===== src/hw/sbq_params.svh =====
`ifndef SBQ_PARAMS_SVH
`define SBQ_PARAMS_SVH

// number of queue blocks in the register map.
`define SBQ_NUM_QUEUES 2

`define SBQ_ID_VERSION_REG 32'h0000_0000
`define SBQ_CAPABILITY_REG 32'h0000_0004
`define SBQ_CLK_DIVIDE_REG 32'h0000_0008

`define SBQ_QUEUE_BASE 32'h0000_0100
`define SBQ_REG_OFFSET 32'h0000_0040 // stride between queue blocks.

`define SBQ_BASE_LO_REG 32'h0000_0000
`define SBQ_BASE_HI_REG 32'h0000_0004
`define SBQ_CAPACITY_REG 32'h0000_0008
`define SBQ_ENABLE_REG 32'h0000_000c
`define SBQ_RESET_REG 32'h0000_0010
`define SBQ_STATUS_REG 32'h0000_0014

`define SBQ_ID_VERSION 32'h1234_0000
`define SBQ_UNMAPPED_VALUE 32'hffff_ffff
`define SBQ_CAPACITY_DEFAULT 32'd2

`endif


===== src/hw/sbq_pkg.sv =====
`default_nettype none

package sbq_pkg;

    typedef struct packed {
        logic [31:0] addr;
    } axil_addr_t;

    typedef struct packed {
        logic [31:0] data;
        logic [3:0]  strb;
    } axil_w_t;

    typedef struct packed {
        logic [1:0] resp;
    } axil_b_t;

    typedef struct packed {
        logic [31:0] data;
        logic [1:0]  resp;
    } axil_r_t;

    // one register write as issued by the bridge.
    typedef struct packed {
        logic [31:0] addr;
        logic [31:0] data;
        logic [3:0]  strb;
    } reg_wr_t;

    typedef struct packed {
        logic [63:0] base;
        logic [31:0] capacity;
        logic        enable;
        logic        reset; // self-clearing, restores the queue defaults.
    } queue_cfg_t;

    typedef enum logic [1:0] {IDLE, WRITE_RESP, READ_RESP} bridge_state_e;

endpackage

`default_nettype wire

===== src/hw/axil_reg_bridge.sv =====
`default_nettype none

module axil_reg_bridge (
    input  wire                 clk,
    input  wire                 rst,
    input  wire sbq_pkg::axil_addr_t aw,
    input  wire                 aw_valid,
    output logic                aw_ready,
    input  wire sbq_pkg::axil_w_t    w,
    input  wire                 w_valid,
    output logic                w_ready,
    input  wire sbq_pkg::axil_addr_t ar,
    input  wire                 ar_valid,
    output logic                ar_ready,
    output sbq_pkg::axil_b_t    b,
    output logic                b_valid,
    input  wire                 b_ready,
    output sbq_pkg::axil_r_t    r,
    output logic                r_valid,
    input  wire                 r_ready,
    output sbq_pkg::reg_wr_t    wr,
    output logic                wr_en,
    output logic [31:0]         rd_addr,
    output logic                rd_en,
    input  wire  [31:0]         rd_data
);

    import sbq_pkg::*;

    localparam logic [1:0] RESP_OKAY = 2'b00;

    bridge_state_e state;
    logic          do_write;
    logic          do_read;
    logic [31:0]   r_data_q;

    // writes take priority when both directions are pending.
    always_comb begin
        do_write = (state == IDLE) && aw_valid && w_valid;
        do_read = (state == IDLE) && !(aw_valid && w_valid) && ar_valid;
    end

    assign aw_ready = do_write; // AW and W are popped in the same cycle.
    assign w_ready = do_write;
    assign ar_ready = do_read;

    assign wr_en = do_write;
    assign wr = '{addr: aw.addr, data: w.data, strb: w.strb};
    assign rd_en = do_read;
    assign rd_addr = ar.addr;

    assign b_valid = (state == WRITE_RESP);
    assign b = '{resp: RESP_OKAY};
    assign r_valid = (state == READ_RESP);
    assign r = '{data: r_data_q, resp: RESP_OKAY};

    always_ff @(posedge clk) begin
        if (rst) begin
            state <= IDLE;
        end else begin
            case (state)
                IDLE: begin
                    if (do_write) begin
                        state <= WRITE_RESP;
                    end else if (do_read) begin
                        state <= READ_RESP;
                    end
                end
                WRITE_RESP: if (b_ready) state <= IDLE;
                READ_RESP: if (r_ready) state <= IDLE;
                default: state <= IDLE;
            endcase
        end
    end

    // the register file answers in the same cycle as rd_en.
    always_ff @(posedge clk) begin
        if (do_read) begin
            r_data_q <= rd_data;
        end
    end

    a_one_response: assert property (@(posedge clk) disable iff (rst)
        !(b_valid && r_valid));

    a_one_strobe: assert property (@(posedge clk) disable iff (rst)
        !(wr_en && rd_en));

endmodule

`default_nettype wire


===== src/hw/axil_slice.sv =====
`default_nettype none

module axil_slice #(
    parameter int WIDTH = 32
) (
    input  wire              clk,
    input  wire              rst,
    input  wire  [WIDTH-1:0] in_data,
    input  wire              in_valid,
    output logic             in_ready,
    output logic [WIDTH-1:0] out_data,
    output logic             out_valid,
    input  wire              out_ready
);

    logic [WIDTH-1:0] main_data;
    logic             main_valid;
    logic [WIDTH-1:0] skid_data;
    logic             skid_valid;
    logic             in_ready_q;
    logic             in_fire;
    logic             out_fire;
    logic             main_load;

    assign in_ready = in_ready_q;
    assign out_data = main_data;
    assign out_valid = main_valid;

    always_comb begin
        in_fire = in_valid && in_ready_q;
        out_fire = main_valid && out_ready;
        main_load = out_fire || !main_valid; // main is free to take a new beat.
    end

    // control flags. ready only depends on the skid entry, never on out_ready.
    always_ff @(posedge clk) begin
        if (rst) begin
            main_valid <= 1'b0;
            skid_valid <= 1'b0;
            in_ready_q <= 1'b0;
        end else begin
            if (main_load) begin
                main_valid <= skid_valid || in_fire;
                skid_valid <= 1'b0;
                in_ready_q <= 1'b1;
            end else if (in_fire) begin
                skid_valid <= 1'b1; // main is stalled, park the beat.
                in_ready_q <= 1'b0;
            end
        end
    end

    always_ff @(posedge clk) begin
        if (main_load) begin
            main_data <= skid_valid ? skid_data : in_data;
        end
        if (!main_load && in_fire) begin
            skid_data <= in_data;
        end
    end

    // a stalled beat must be held unchanged until it is taken.
    a_out_stable: assert property (@(posedge clk) disable iff (rst)
        out_valid && !out_ready |=> out_valid && $stable(out_data));

endmodule

`default_nettype wire


===== src/hw/sbq_cfg_top.sv =====
`default_nettype none

`include "sbq_params.svh"

module sbq_cfg_top (
    input  wire                                        clk,
    input  wire                                        rst,
    input  wire sbq_pkg::axil_addr_t                   aw,
    input  wire                                        aw_valid,
    output logic                                       aw_ready,
    input  wire sbq_pkg::axil_w_t                      w,
    input  wire                                        w_valid,
    output logic                                       w_ready,
    output sbq_pkg::axil_b_t                           b,
    output logic                                       b_valid,
    input  wire                                        b_ready,
    input  wire sbq_pkg::axil_addr_t                   ar,
    input  wire                                        ar_valid,
    output logic                                       ar_ready,
    output sbq_pkg::axil_r_t                           r,
    output logic                                       r_valid,
    input  wire                                        r_ready,
    input  wire  [`SBQ_NUM_QUEUES-1:0]                 status_idle,
    output sbq_pkg::queue_cfg_t [`SBQ_NUM_QUEUES-1:0]  queue_cfg,
    output logic [31:0]                                clk_divide
);

    import sbq_pkg::*;

    axil_addr_t aw_q, ar_q;
    axil_w_t    w_q;
    axil_b_t    b_q;
    axil_r_t    r_q;
    logic       aw_q_valid, aw_q_ready, w_q_valid, w_q_ready, ar_q_valid, ar_q_ready;
    logic       b_q_valid, b_q_ready, r_q_valid, r_q_ready;
    reg_wr_t    wr;
    logic       wr_en, rd_en;
    logic [31:0] rd_addr, rd_data;

    // request channels toward the bridge.
    axil_slice #(.WIDTH($bits(axil_addr_t))) u_aw_slice (
        .clk(clk), .rst(rst),
        .in_data(aw), .in_valid(aw_valid), .in_ready(aw_ready),
        .out_data(aw_q), .out_valid(aw_q_valid), .out_ready(aw_q_ready)
    );

    axil_slice #(.WIDTH($bits(axil_w_t))) u_w_slice (
        .clk(clk), .rst(rst),
        .in_data(w), .in_valid(w_valid), .in_ready(w_ready),
        .out_data(w_q), .out_valid(w_q_valid), .out_ready(w_q_ready)
    );

    axil_slice #(.WIDTH($bits(axil_addr_t))) u_ar_slice (
        .clk(clk), .rst(rst),
        .in_data(ar), .in_valid(ar_valid), .in_ready(ar_ready),
        .out_data(ar_q), .out_valid(ar_q_valid), .out_ready(ar_q_ready)
    );

    // response channels back to the host.
    axil_slice #(.WIDTH($bits(axil_b_t))) u_b_slice (
        .clk(clk), .rst(rst),
        .in_data(b_q), .in_valid(b_q_valid), .in_ready(b_q_ready),
        .out_data(b), .out_valid(b_valid), .out_ready(b_ready)
    );

    axil_slice #(.WIDTH($bits(axil_r_t))) u_r_slice (
        .clk(clk), .rst(rst),
        .in_data(r_q), .in_valid(r_q_valid), .in_ready(r_q_ready),
        .out_data(r), .out_valid(r_valid), .out_ready(r_ready)
    );

    axil_reg_bridge u_bridge (
        .clk(clk), .rst(rst),
        .aw(aw_q), .aw_valid(aw_q_valid), .aw_ready(aw_q_ready),
        .w(w_q), .w_valid(w_q_valid), .w_ready(w_q_ready),
        .ar(ar_q), .ar_valid(ar_q_valid), .ar_ready(ar_q_ready),
        .b(b_q), .b_valid(b_q_valid), .b_ready(b_q_ready),
        .r(r_q), .r_valid(r_q_valid), .r_ready(r_q_ready),
        .wr(wr), .wr_en(wr_en),
        .rd_addr(rd_addr), .rd_en(rd_en), .rd_data(rd_data)
    );

    sbq_config_regs u_regs (
        .clk(clk), .rst(rst),
        .wr(wr), .wr_en(wr_en),
        .rd_addr(rd_addr), .rd_en(rd_en), .rd_data(rd_data),
        .status_idle(status_idle),
        .queue_cfg(queue_cfg),
        .clk_divide(clk_divide)
    );

endmodule

`default_nettype wire


===== src/hw/sbq_config_regs.sv =====
`default_nettype none

`include "sbq_params.svh"

module sbq_config_regs (
    input  wire                                        clk,
    input  wire                                        rst,
    input  wire sbq_pkg::reg_wr_t                      wr,
    input  wire                                        wr_en,
    input  wire  [31:0]                                rd_addr,
    input  wire                                        rd_en,
    output logic [31:0]                                rd_data,
    input  wire  [`SBQ_NUM_QUEUES-1:0]                 status_idle,
    output sbq_pkg::queue_cfg_t [`SBQ_NUM_QUEUES-1:0]  queue_cfg,
    output logic [31:0]                                clk_divide
);

    import sbq_pkg::*;

    localparam queue_cfg_t QUEUE_DEFAULT = '{
        base: 64'd0,
        capacity: `SBQ_CAPACITY_DEFAULT,
        enable: 1'b0,
        reset: 1'b0
    };

    function automatic logic [31:0] queue_reg(input int q, input logic [31:0] off);
        return `SBQ_QUEUE_BASE + q * `SBQ_REG_OFFSET + off;
    endfunction

    // merge new data into a word, one byte lane per strobe bit.
    function automatic logic [31:0] apply_strb(input logic [31:0] old_word,
                                               input logic [31:0] new_word,
                                               input logic [3:0]  strb);
        logic [31:0] merged;
        merged = old_word;
        for (int i = 0; i < 4; i++) begin
            if (strb[i]) begin
                merged[8*i +: 8] = new_word[8*i +: 8];
            end
        end
        return merged;
    endfunction

    always_ff @(posedge clk) begin
        if (rst) begin
            clk_divide <= 32'd0;
            for (int q = 0; q < `SBQ_NUM_QUEUES; q++) begin
                queue_cfg[q] <= QUEUE_DEFAULT;
            end
        end else begin
            if (wr_en && wr.addr == `SBQ_CLK_DIVIDE_REG) begin
                clk_divide <= apply_strb(clk_divide, wr.data, wr.strb);
            end
            for (int q = 0; q < `SBQ_NUM_QUEUES; q++) begin
                if (queue_cfg[q].reset) begin
                    queue_cfg[q] <= QUEUE_DEFAULT; // also clears the reset bit.
                end else if (wr_en) begin
                    if (wr.addr == queue_reg(q, `SBQ_BASE_LO_REG)) begin
                        queue_cfg[q].base[31:0] <=
                            apply_strb(queue_cfg[q].base[31:0], wr.data, wr.strb);
                    end else if (wr.addr == queue_reg(q, `SBQ_BASE_HI_REG)) begin
                        queue_cfg[q].base[63:32] <=
                            apply_strb(queue_cfg[q].base[63:32], wr.data, wr.strb);
                    end else if (wr.addr == queue_reg(q, `SBQ_CAPACITY_REG)) begin
                        queue_cfg[q].capacity <=
                            apply_strb(queue_cfg[q].capacity, wr.data, wr.strb);
                    end else if (wr.addr == queue_reg(q, `SBQ_ENABLE_REG) && wr.strb[0]) begin
                        queue_cfg[q].enable <= wr.data[0];
                    end else if (wr.addr == queue_reg(q, `SBQ_RESET_REG) && wr.strb[0]) begin
                        queue_cfg[q].reset <= wr.data[0];
                    end
                end
            end
        end
    end

    // anything not matched below reads back as all ones.
    always_comb begin
        rd_data = `SBQ_UNMAPPED_VALUE;
        if (rd_en) begin
            if (rd_addr == `SBQ_ID_VERSION_REG) begin
                rd_data = `SBQ_ID_VERSION;
            end else if (rd_addr == `SBQ_CAPABILITY_REG) begin
                rd_data = 32'd0;
            end else if (rd_addr == `SBQ_CLK_DIVIDE_REG) begin
                rd_data = clk_divide;
            end
            for (int q = 0; q < `SBQ_NUM_QUEUES; q++) begin
                if (rd_addr == queue_reg(q, `SBQ_BASE_LO_REG)) begin
                    rd_data = queue_cfg[q].base[31:0];
                end else if (rd_addr == queue_reg(q, `SBQ_BASE_HI_REG)) begin
                    rd_data = queue_cfg[q].base[63:32];
                end else if (rd_addr == queue_reg(q, `SBQ_CAPACITY_REG)) begin
                    rd_data = queue_cfg[q].capacity;
                end else if (rd_addr == queue_reg(q, `SBQ_ENABLE_REG)) begin
                    rd_data = {31'd0, queue_cfg[q].enable};
                end else if (rd_addr == queue_reg(q, `SBQ_RESET_REG)) begin
                    rd_data = {31'd0, queue_cfg[q].reset};
                end else if (rd_addr == queue_reg(q, `SBQ_STATUS_REG)) begin
                    rd_data = {31'd0, status_idle[q]};
                end
            end
        end
    end

    for (genvar g = 0; g < `SBQ_NUM_QUEUES; g++) begin : g_reset_check
        a_reset_pulse: assert property (@(posedge clk) disable iff (rst)
            queue_cfg[g].reset |=> !queue_cfg[g].reset);
    end

endmodule

`default_nettype wire


===== config.mk =====
export PLATFORM = sky130hd
export DESIGN_NAME = sbq_cfg_top
export DESIGN_NICKNAME = d
export VERILOG_FILES = /design/src/hw/sbq_pkg.sv /design/src/hw/axil_reg_bridge.sv /design/src/hw/axil_slice.sv /design/src/hw/sbq_cfg_top.sv /design/src/hw/sbq_config_regs.sv
export VERILOG_INCLUDE_DIRS = /design/src /design/src/hw
export SDC_FILE = /design/constraint.sdc
export NUM_CORES = 1
export LEC_CHECK = 0
export BUFFER_PORTS_ARGS = -buffer_cell sky130_fd_sc_hd__buf_4
export CELL_PAD_IN_SITES_DETAIL_PLACEMENT = 0
export CELL_PAD_IN_SITES_GLOBAL_PLACEMENT = 1
export CORE_MARGIN = 5
export CORE_UTILIZATION = 44
export DETAILED_ROUTE_END_ITERATION = 6
export GPL_ROUTABILITY_DRIVEN = 0
export GPL_TIMING_DRIVEN = 0
export HOLD_SLACK_MARGIN = 0.15
export PLACE_DENSITY = 0.87
export SYNTH_ARGS = -nofsm -noshare
export SYNTH_HDL_FRONTEND = slang
export SYNTH_SLANG_ARGS = --single-unit

===== constraint.sdc =====
create_clock -name clk -period 7 [get_ports clk]
set_input_delay 1.4 -clock clk [delete_from_list [all_inputs] [get_ports clk]]
set_output_delay 1.4 -clock clk [all_outputs]
set_load 0.005 [all_outputs]

---- After elaboration in Yosys (flattened, before gate mapping) ----
Index checks and enable logic that the tools add are counted.
word-level totals
  register bits after elaboration ......... 541
  bits of input ports ..................... 109
  output and inout bits ................... 269
  word-level logic and storage cells ...... 221
operators by class
  equality and inequality tests ........... 30
  multiplexer cells ....................... 34
  bitwise logic cells ..................... 9
  reductions and logical operators ........ 91
operator list
  kind                 count
  $eq 32x9->1 const B  22
  $mux 32              17
  $eq 32x4->1 const B  2
  $reduce_and 5->1     10
  $mux 36              1
  $mux 34              1
  $eq 32x3->1 const B  1
  $logic_not 32->1     1
  $reduce_and 4->1     8
  $reduce_and 3->1     9
  $logic_and 1x1->1    24
  $reduce_or 8->1      2
  $reduce_or 2->1      7
  $logic_not 1->1      10
  $logic_or 1x1->1     10
  $mux 1               10
  $reduce_bool 2->1    5
  $not 1->1            9
  $mux 2               4
  $reduce_and 2->1     4
  $pmux 2 s3           1
  $ne 2x2->1 const B   2
  $ne 3x3->1 const B   1
  $eq 2x1->1 const B   1
  other kinds (2)      2

---- Depth between registers and ports, before layout ----
  depth in word-level cells ............... 16
  mapped depth ............................ 10
  depth with buffers taken out ............ 7

---- Modules after synthesis ----
A second synthesis with hierarchy kept.
unflattened totals
  cell total of the unflattened synthesis .. 2070
  area, all modules ....................... 23724.0 um^2
modules (own cells, without submodules)
  module                       times used  cells each  area each (um^2)  sequential area each (um^2)
  sbq_config_regs              1           1438        10881.7           4564.4
  axil_slice (u_ar_slice ...)  2           111         2567.5            1981.9
  axil_slice (u_w_slice)       1           123         2852.7            2222.1
  axil_slice (u_r_slice)       1           117         2710.1            2102.0
  axil_reg_bridge              1           153         1889.3            1001.0
  axil_slice (u_b_slice)       1           17          255.2             180.2

---- Worst setup path after synthesis ----
OpenSTA, ideal clock, no wires.
  path type ............................... input -> register
  start ................................... input port r_ready
  end ..................................... register u_r_slice.skid_data[10] (enable)
  setup time .............................. 0.502 ns
  arrival time ............................ 5.386 ns
  data required time ...................... 6.498 ns
  setup slack ............................. 1.112 ns
  stages .................................. 2
  path buffers ............................ 0
  path through ............................ nand2b_1 -> nor4_1
on the way
  word-level cells in the longest chain between the ends .. 4
RTL lines
  what                  line               RTL
  start, declared       sbq_cfg_top.sv:22  input wire r_ready,
  $logic_and 1x1->1     axil_slice.sv:31   out_fire = main_valid && out_ready;
  $logic_or 1x1->1      axil_slice.sv:32   main_load = out_fire || !main_valid;
  $logic_not 1->1       axil_slice.sv:57   if (!main_load && in_fire) begin
  $logic_and 1x1->1     axil_slice.sv:57
  end signal, assigned  axil_slice.sv:58   skid_data <= in_data;
  end, declared         axil_slice.sv:18   logic [WIDTH-1:0] skid_data;
Every way passes these cells.
A chain may end at the register's enable or synchronous reset.

---- Worst setup path in the final report ----
  start ................................... register u_ar_slice.main_data[30], in the netlist u_ar_slice.out_data[30]
  end ..................................... register u_bridge.r_data_q[15] (data pin)
on the way
  word-level cells in the longest chain between the ends .. 16
  elaborated cells between the ends (all ways) .. 30
  those cells by class .................... 14 x eq/ne; 15 x mux; 1 x reduce/logical
RTL lines
  what                          line                    RTL
  start, declared               axil_slice.sv:16        logic [WIDTH-1:0] main_data;
  start signal, assigned        axil_slice.sv:55        main_data <= skid_valid ? skid_data : in_data;
  $eq 32x4->1 (no source line)  n/a
  $mux 32                       sbq_config_regs.sv:86   end else if (rd_addr == `SBQ_CLK_DIVIDE_REG) begin
  $mux 32                       sbq_config_regs.sv:84   end else if (rd_addr == `SBQ_CAPABILITY_REG) begin
  $mux 32                       sbq_config_regs.sv:82   if (rd_addr == `SBQ_ID_VERSION_REG) begin
  $mux 32                       sbq_config_regs.sv:100  end else if (rd_addr == queue_reg(q, `SBQ_STATUS_REG)) begin
  $mux 32                       sbq_config_regs.sv:98   end else if (rd_addr == queue_reg(q, `SBQ_RESET_REG)) begin
  $mux 32                       sbq_config_regs.sv:96   end else if (rd_addr == queue_reg(q, `SBQ_ENABLE_REG)) begin
  $mux 32                       sbq_config_regs.sv:94   end else if (rd_addr == queue_reg(q, `SBQ_CAPACITY_REG)) begin
  $mux 32                       sbq_config_regs.sv:92   end else if (rd_addr == queue_reg(q, `SBQ_BASE_HI_REG)) begin
  $mux 32                       sbq_config_regs.sv:90   if (rd_addr == queue_reg(q, `SBQ_BASE_LO_REG)) begin
  $mux 32                       sbq_config_regs.sv:100
  $mux 32                       sbq_config_regs.sv:98
  $mux 32                       sbq_config_regs.sv:96
  $mux 32                       sbq_config_regs.sv:94
  $mux 32                       sbq_config_regs.sv:92
  $mux 32 *                     sbq_config_regs.sv:90
  named net rd_data[15]         sbq_cfg_top.sv:38       logic [31:0] rd_addr, rd_data;
  end signal, assigned          axil_reg_bridge.sv:79   r_data_q <= rd_data;
  end, declared                 axil_reg_bridge.sv:35   logic [31:0] r_data_q;
The timed path passes the listed nets; every way through them passes the cells marked *.

==> impl_metrics.csv <==
group,metric,value,unit
floorplanning,die-area,53800,µm²
detailed_routing,drtIter0Drc,1520,
sta,timing.fmax,0.297,GHz
placement,numPortBuffers,372,
clock_tree,clk_latency,0.61,ns
floorplanning,ios,378,
detailed_routing,routed_wirelength,69300,µm
global_routing,antenna_found_initial,6,
setup_path,path_max_fanout,10,
sta,period_minus_slack,3.36,ns
layout,area_growth,25.3,%
setup_path,required,7.36,ns
pwr,peakVddDrop,0.206,mV
logic_synthesis,synthDistinctLibCells,56,
logic_synthesis,netlist.area_leader.share,41.0,%
sta,rsz0062_at_grt,"false",
logic_synthesis,seq_area_frac_synth,63.6,%
detailed_routing,antenna_left,0,
pwr,p_leak,0.00975,µW
layout,fin_nets,2461,
clock_tree,tritoncts,"done",
clock_tree,clockBufferDepth,3,
logic_synthesis,synth_edf_count,296,
setup_path,crit_path_top_delay_cell,"nor4_1",
layout,final_cells,3066,
setup_path,reg2reg_to,"u_bridge.r_data_q[15]$_DFFE_PP_",
pwr,p_switching,1460,µW
logic_synthesis,synth_area,21700,µm²
sta,fin_tns_setup,0,ns
setup_path,r2r_start,"u_ar_slice.out_data[30]$_DFFE_PP_",
hold_path,holdPathStages,0,
pwr,swShare,22.3,%
pwr,intPower,5100,µW
sta,tightest_slew,1.23,ns
logic_synthesis,synth_area_leaders,"edfxtp_1 (41%), dfxtp_1 (23%), nand2_1 (7.8%)",
setup_path,crit_arrival,3.73,ns
logic_synthesis,synthFlopType,"edfxtp_1",
logic_synthesis,async_flop_share,0,%
sta,slew_headroom,17.5,%
clock_tree,cts_htree_levels,2,
setup_path,path_cells,"nor4_1, and2_1, buf_2, nand4_1, buf_2, o21a_1, o21ai_0, nand3_1, o221a_2",
floorplanning,placeableCoreArea,48800,µm²
pwr,pwr-share-comb,3.6,%
sta,post-route-period-util,48.0,%
setup_path,rr_worst_depth,9,
setup_path,crit_path_max_incr_delay,0.68,ns
layout,final_cell_mix,"nand2_1 (449), buf_4 (380), edfxtp_1 (296)",
layout,fin_util,55.6,%
clock_tree,cts_hold_buffers,0,
global_routing,grt_max_degree,41,
global_routing,track_usage,24.7,%
floorplanning,die_w,232,µm
sta,finalHoldViolCount,0,
clock_tree,clkTransAtPathRegs,0.06,ns
pwr,seqPwrFrac,53.4,%
logic_synthesis,yosys_warnings,0,
global_routing,grt_overflow,0,
logic_synthesis,synth_top_cell_by_area,"edfxtp_1",
hold_path,min_to,"u_r_slice.skid_data[6]$_DFFE_PP_",
pwr,clockPowerShare,43.0,%
layout,drive_gt1_share,29.9,%
floorplanning,die_y,232,µm
logic_synthesis,ys_seq_elements,541,
hold_path,hp-class,"reg -> reg",
placement,dp.cells,2959,
setup_path,r2r_slack,3.64,ns
flow_run,maxCapViolations,0,
detailed_routing,routed-via-count,16800,
setup_path,startpoint,"u_ar_slice.out_data[30]$_DFFE_PP_",
clock_tree,ctsResizeCount,0,
run_status,run_status,"finished, final reports clean",
logic_synthesis,syn_inst,1915,
detailed_routing,drc,0,
sta,drv_slew,0,
clock_tree,tritoncts.num_buffers,55,
clock_tree,post_cts_buffers,0,
layout,final_common_cell,"nand2_1",
pwr,power.density,242,nW/µm²
clock_tree,cts_sinks,541,
sta,whs,0.446,ns
sta,clock_skew,0.0249,ns
placement,hpwl,53800,µm
sta,setup-violations-final,0,
setup_path,critPathMostFrequentCell,"buf_2",
detailed_routing,viasPerCell,5.49,
clock_tree,cts-root-buf,"clkbuf_16",
hold_path,hold_start,"u_bridge.r_data_q[4]$_DFFE_PP_",
detailed_routing,drt_pass1_iterations,6,
setup_path,critPathCaptureType,"register",
setup_path,cp-start-kind,"register",
floorplanning,num_rows,81,
global_routing,grt_pass1_vias,16200,
detailed_routing,wl_per_cell,22.6,µm
global_routing,grt_pass1_wl,102000,µm
floorplanning,initial_core_util,44.4,%
logic_synthesis,syn_area_per_cell,11.3,µm²
setup_path,criticalPathCategory,"reg -> reg",
## kinds of logic after synthesis
kind of cell,Yosys count,synth area share [%]
xor+xnor,1,0.0404
simple gates,705,14.7
mux,166,8.42
buf+inv,138,2.63
flops,541,63.6
compound gates,363,10.6
other cells,1,0.0173
## routing by layer
metal  wire, µm  vias to the layer above  track usage, %
li1           -                     7777               -
met1      27900                     8130            32.7
met2      32200                      760            40.0
met3       6140                      151            5.75
met4       3030                        4            9.05
met5         34                        -               0
## cell usage after synthesis, drive strengths merged, types with 4 or more instances
cell    number
a21oi      221
a311oi       5
and2        10
and4         4
buf         31
clkbuf      75
dfxtp      245
edfxtp     296
inv         32
mux2       132
mux2i       34
nand2      451
nand3       42
nand3b       4
nand4        9
nor2        77
nor3        60
nor4        14
o21a        25
o21ai       33
o221a       50
o22ai        7
o31ai        6
o32a         5
or2          4
or3         13
## cell type report
class / instances / area, µm²
fill: 4174 / 21700
sequential: 541 / 13800
multi-input combinational: 1239 / 7380
timing repair buffer: 377 / 2870
clock buffer: 66 / 1470
tap: 664 / 831
buffer: 106 / 450
clock inverter: 38 / 251
inverter: 32 / 120
antenna: 3 / 7.51
## worst max path at each step
stage | to | slack, ns | depth (start not counted)
final | u_bridge.r_data_q[15]$_DFFE_PP_ | 3.64 | 9
after floorplan | u_r_slice.skid_data[10]$_DFFE_PP_ | 1.11 | 2
after detailed placement | u_r_slice.skid_data[15]$_DFFE_PP_ | 3.09 | 5
after global routing | u_bridge.r_data_q[13]$_DFFE_PP_ | 3.48 | 9
after global placement | u_r_slice.skid_data[16]$_DFFE_PP_ | -0.63 | 3
after CTS | u_bridge.r_data_q[15]$_DFFE_PP_ | 3.71 | 9
## sequential cells by signal, summed over array words and instances (netlist names), 2 cells and up
register and count:
u_ar_slice.out_data 32, u_ar_slice.skid_data 32, u_aw_slice.out_data 32, u_aw_slice.skid_data 32, u_bridge.r_data_q 32, u_bridge.state 2
u_r_slice.out_data 32, u_r_slice.skid_data 32, u_regs.clk_divide 32, u_regs.queue_cfg 196, u_w_slice.out_data 36, u_w_slice.skid_data 36
## power groups by stage
stage               clock network (µW)  registers [µW]  logic, µW
global placement                     0            3570        224
CTS                               2860            3500        237
finish                            2820            3500        237
global route                      3010            3510        256
floorplan                            0            3540        113
detailed placement                   0            3570        236
## stage by stage
step	total power [µW]	setup slack (ns)	area, µm²
6_report	6570	3.64	27200
5_1_grt	6770	3.48	27200
4_1_cts	6600	3.71	27200
3_5_place_dp	3810	3.09	25400
3_3_place_gp	3790	-0.629	25300
2_1_floorplan	3650	1.11	21700
## critical path, delay by kind of cell (launching register included)
| kind | cells | cell delay, ns |
|---|---|---|
| buffers and inverters | 2 | 0.57 |
| AND/OR/NAND/NOR | 4 | 1.58 |
| flip-flops | 1 | 0.36 |
| AO/OA/AOI/OAI | 3 | 0.60 |
No activity file was read; power rests on OpenSTA's default activity.
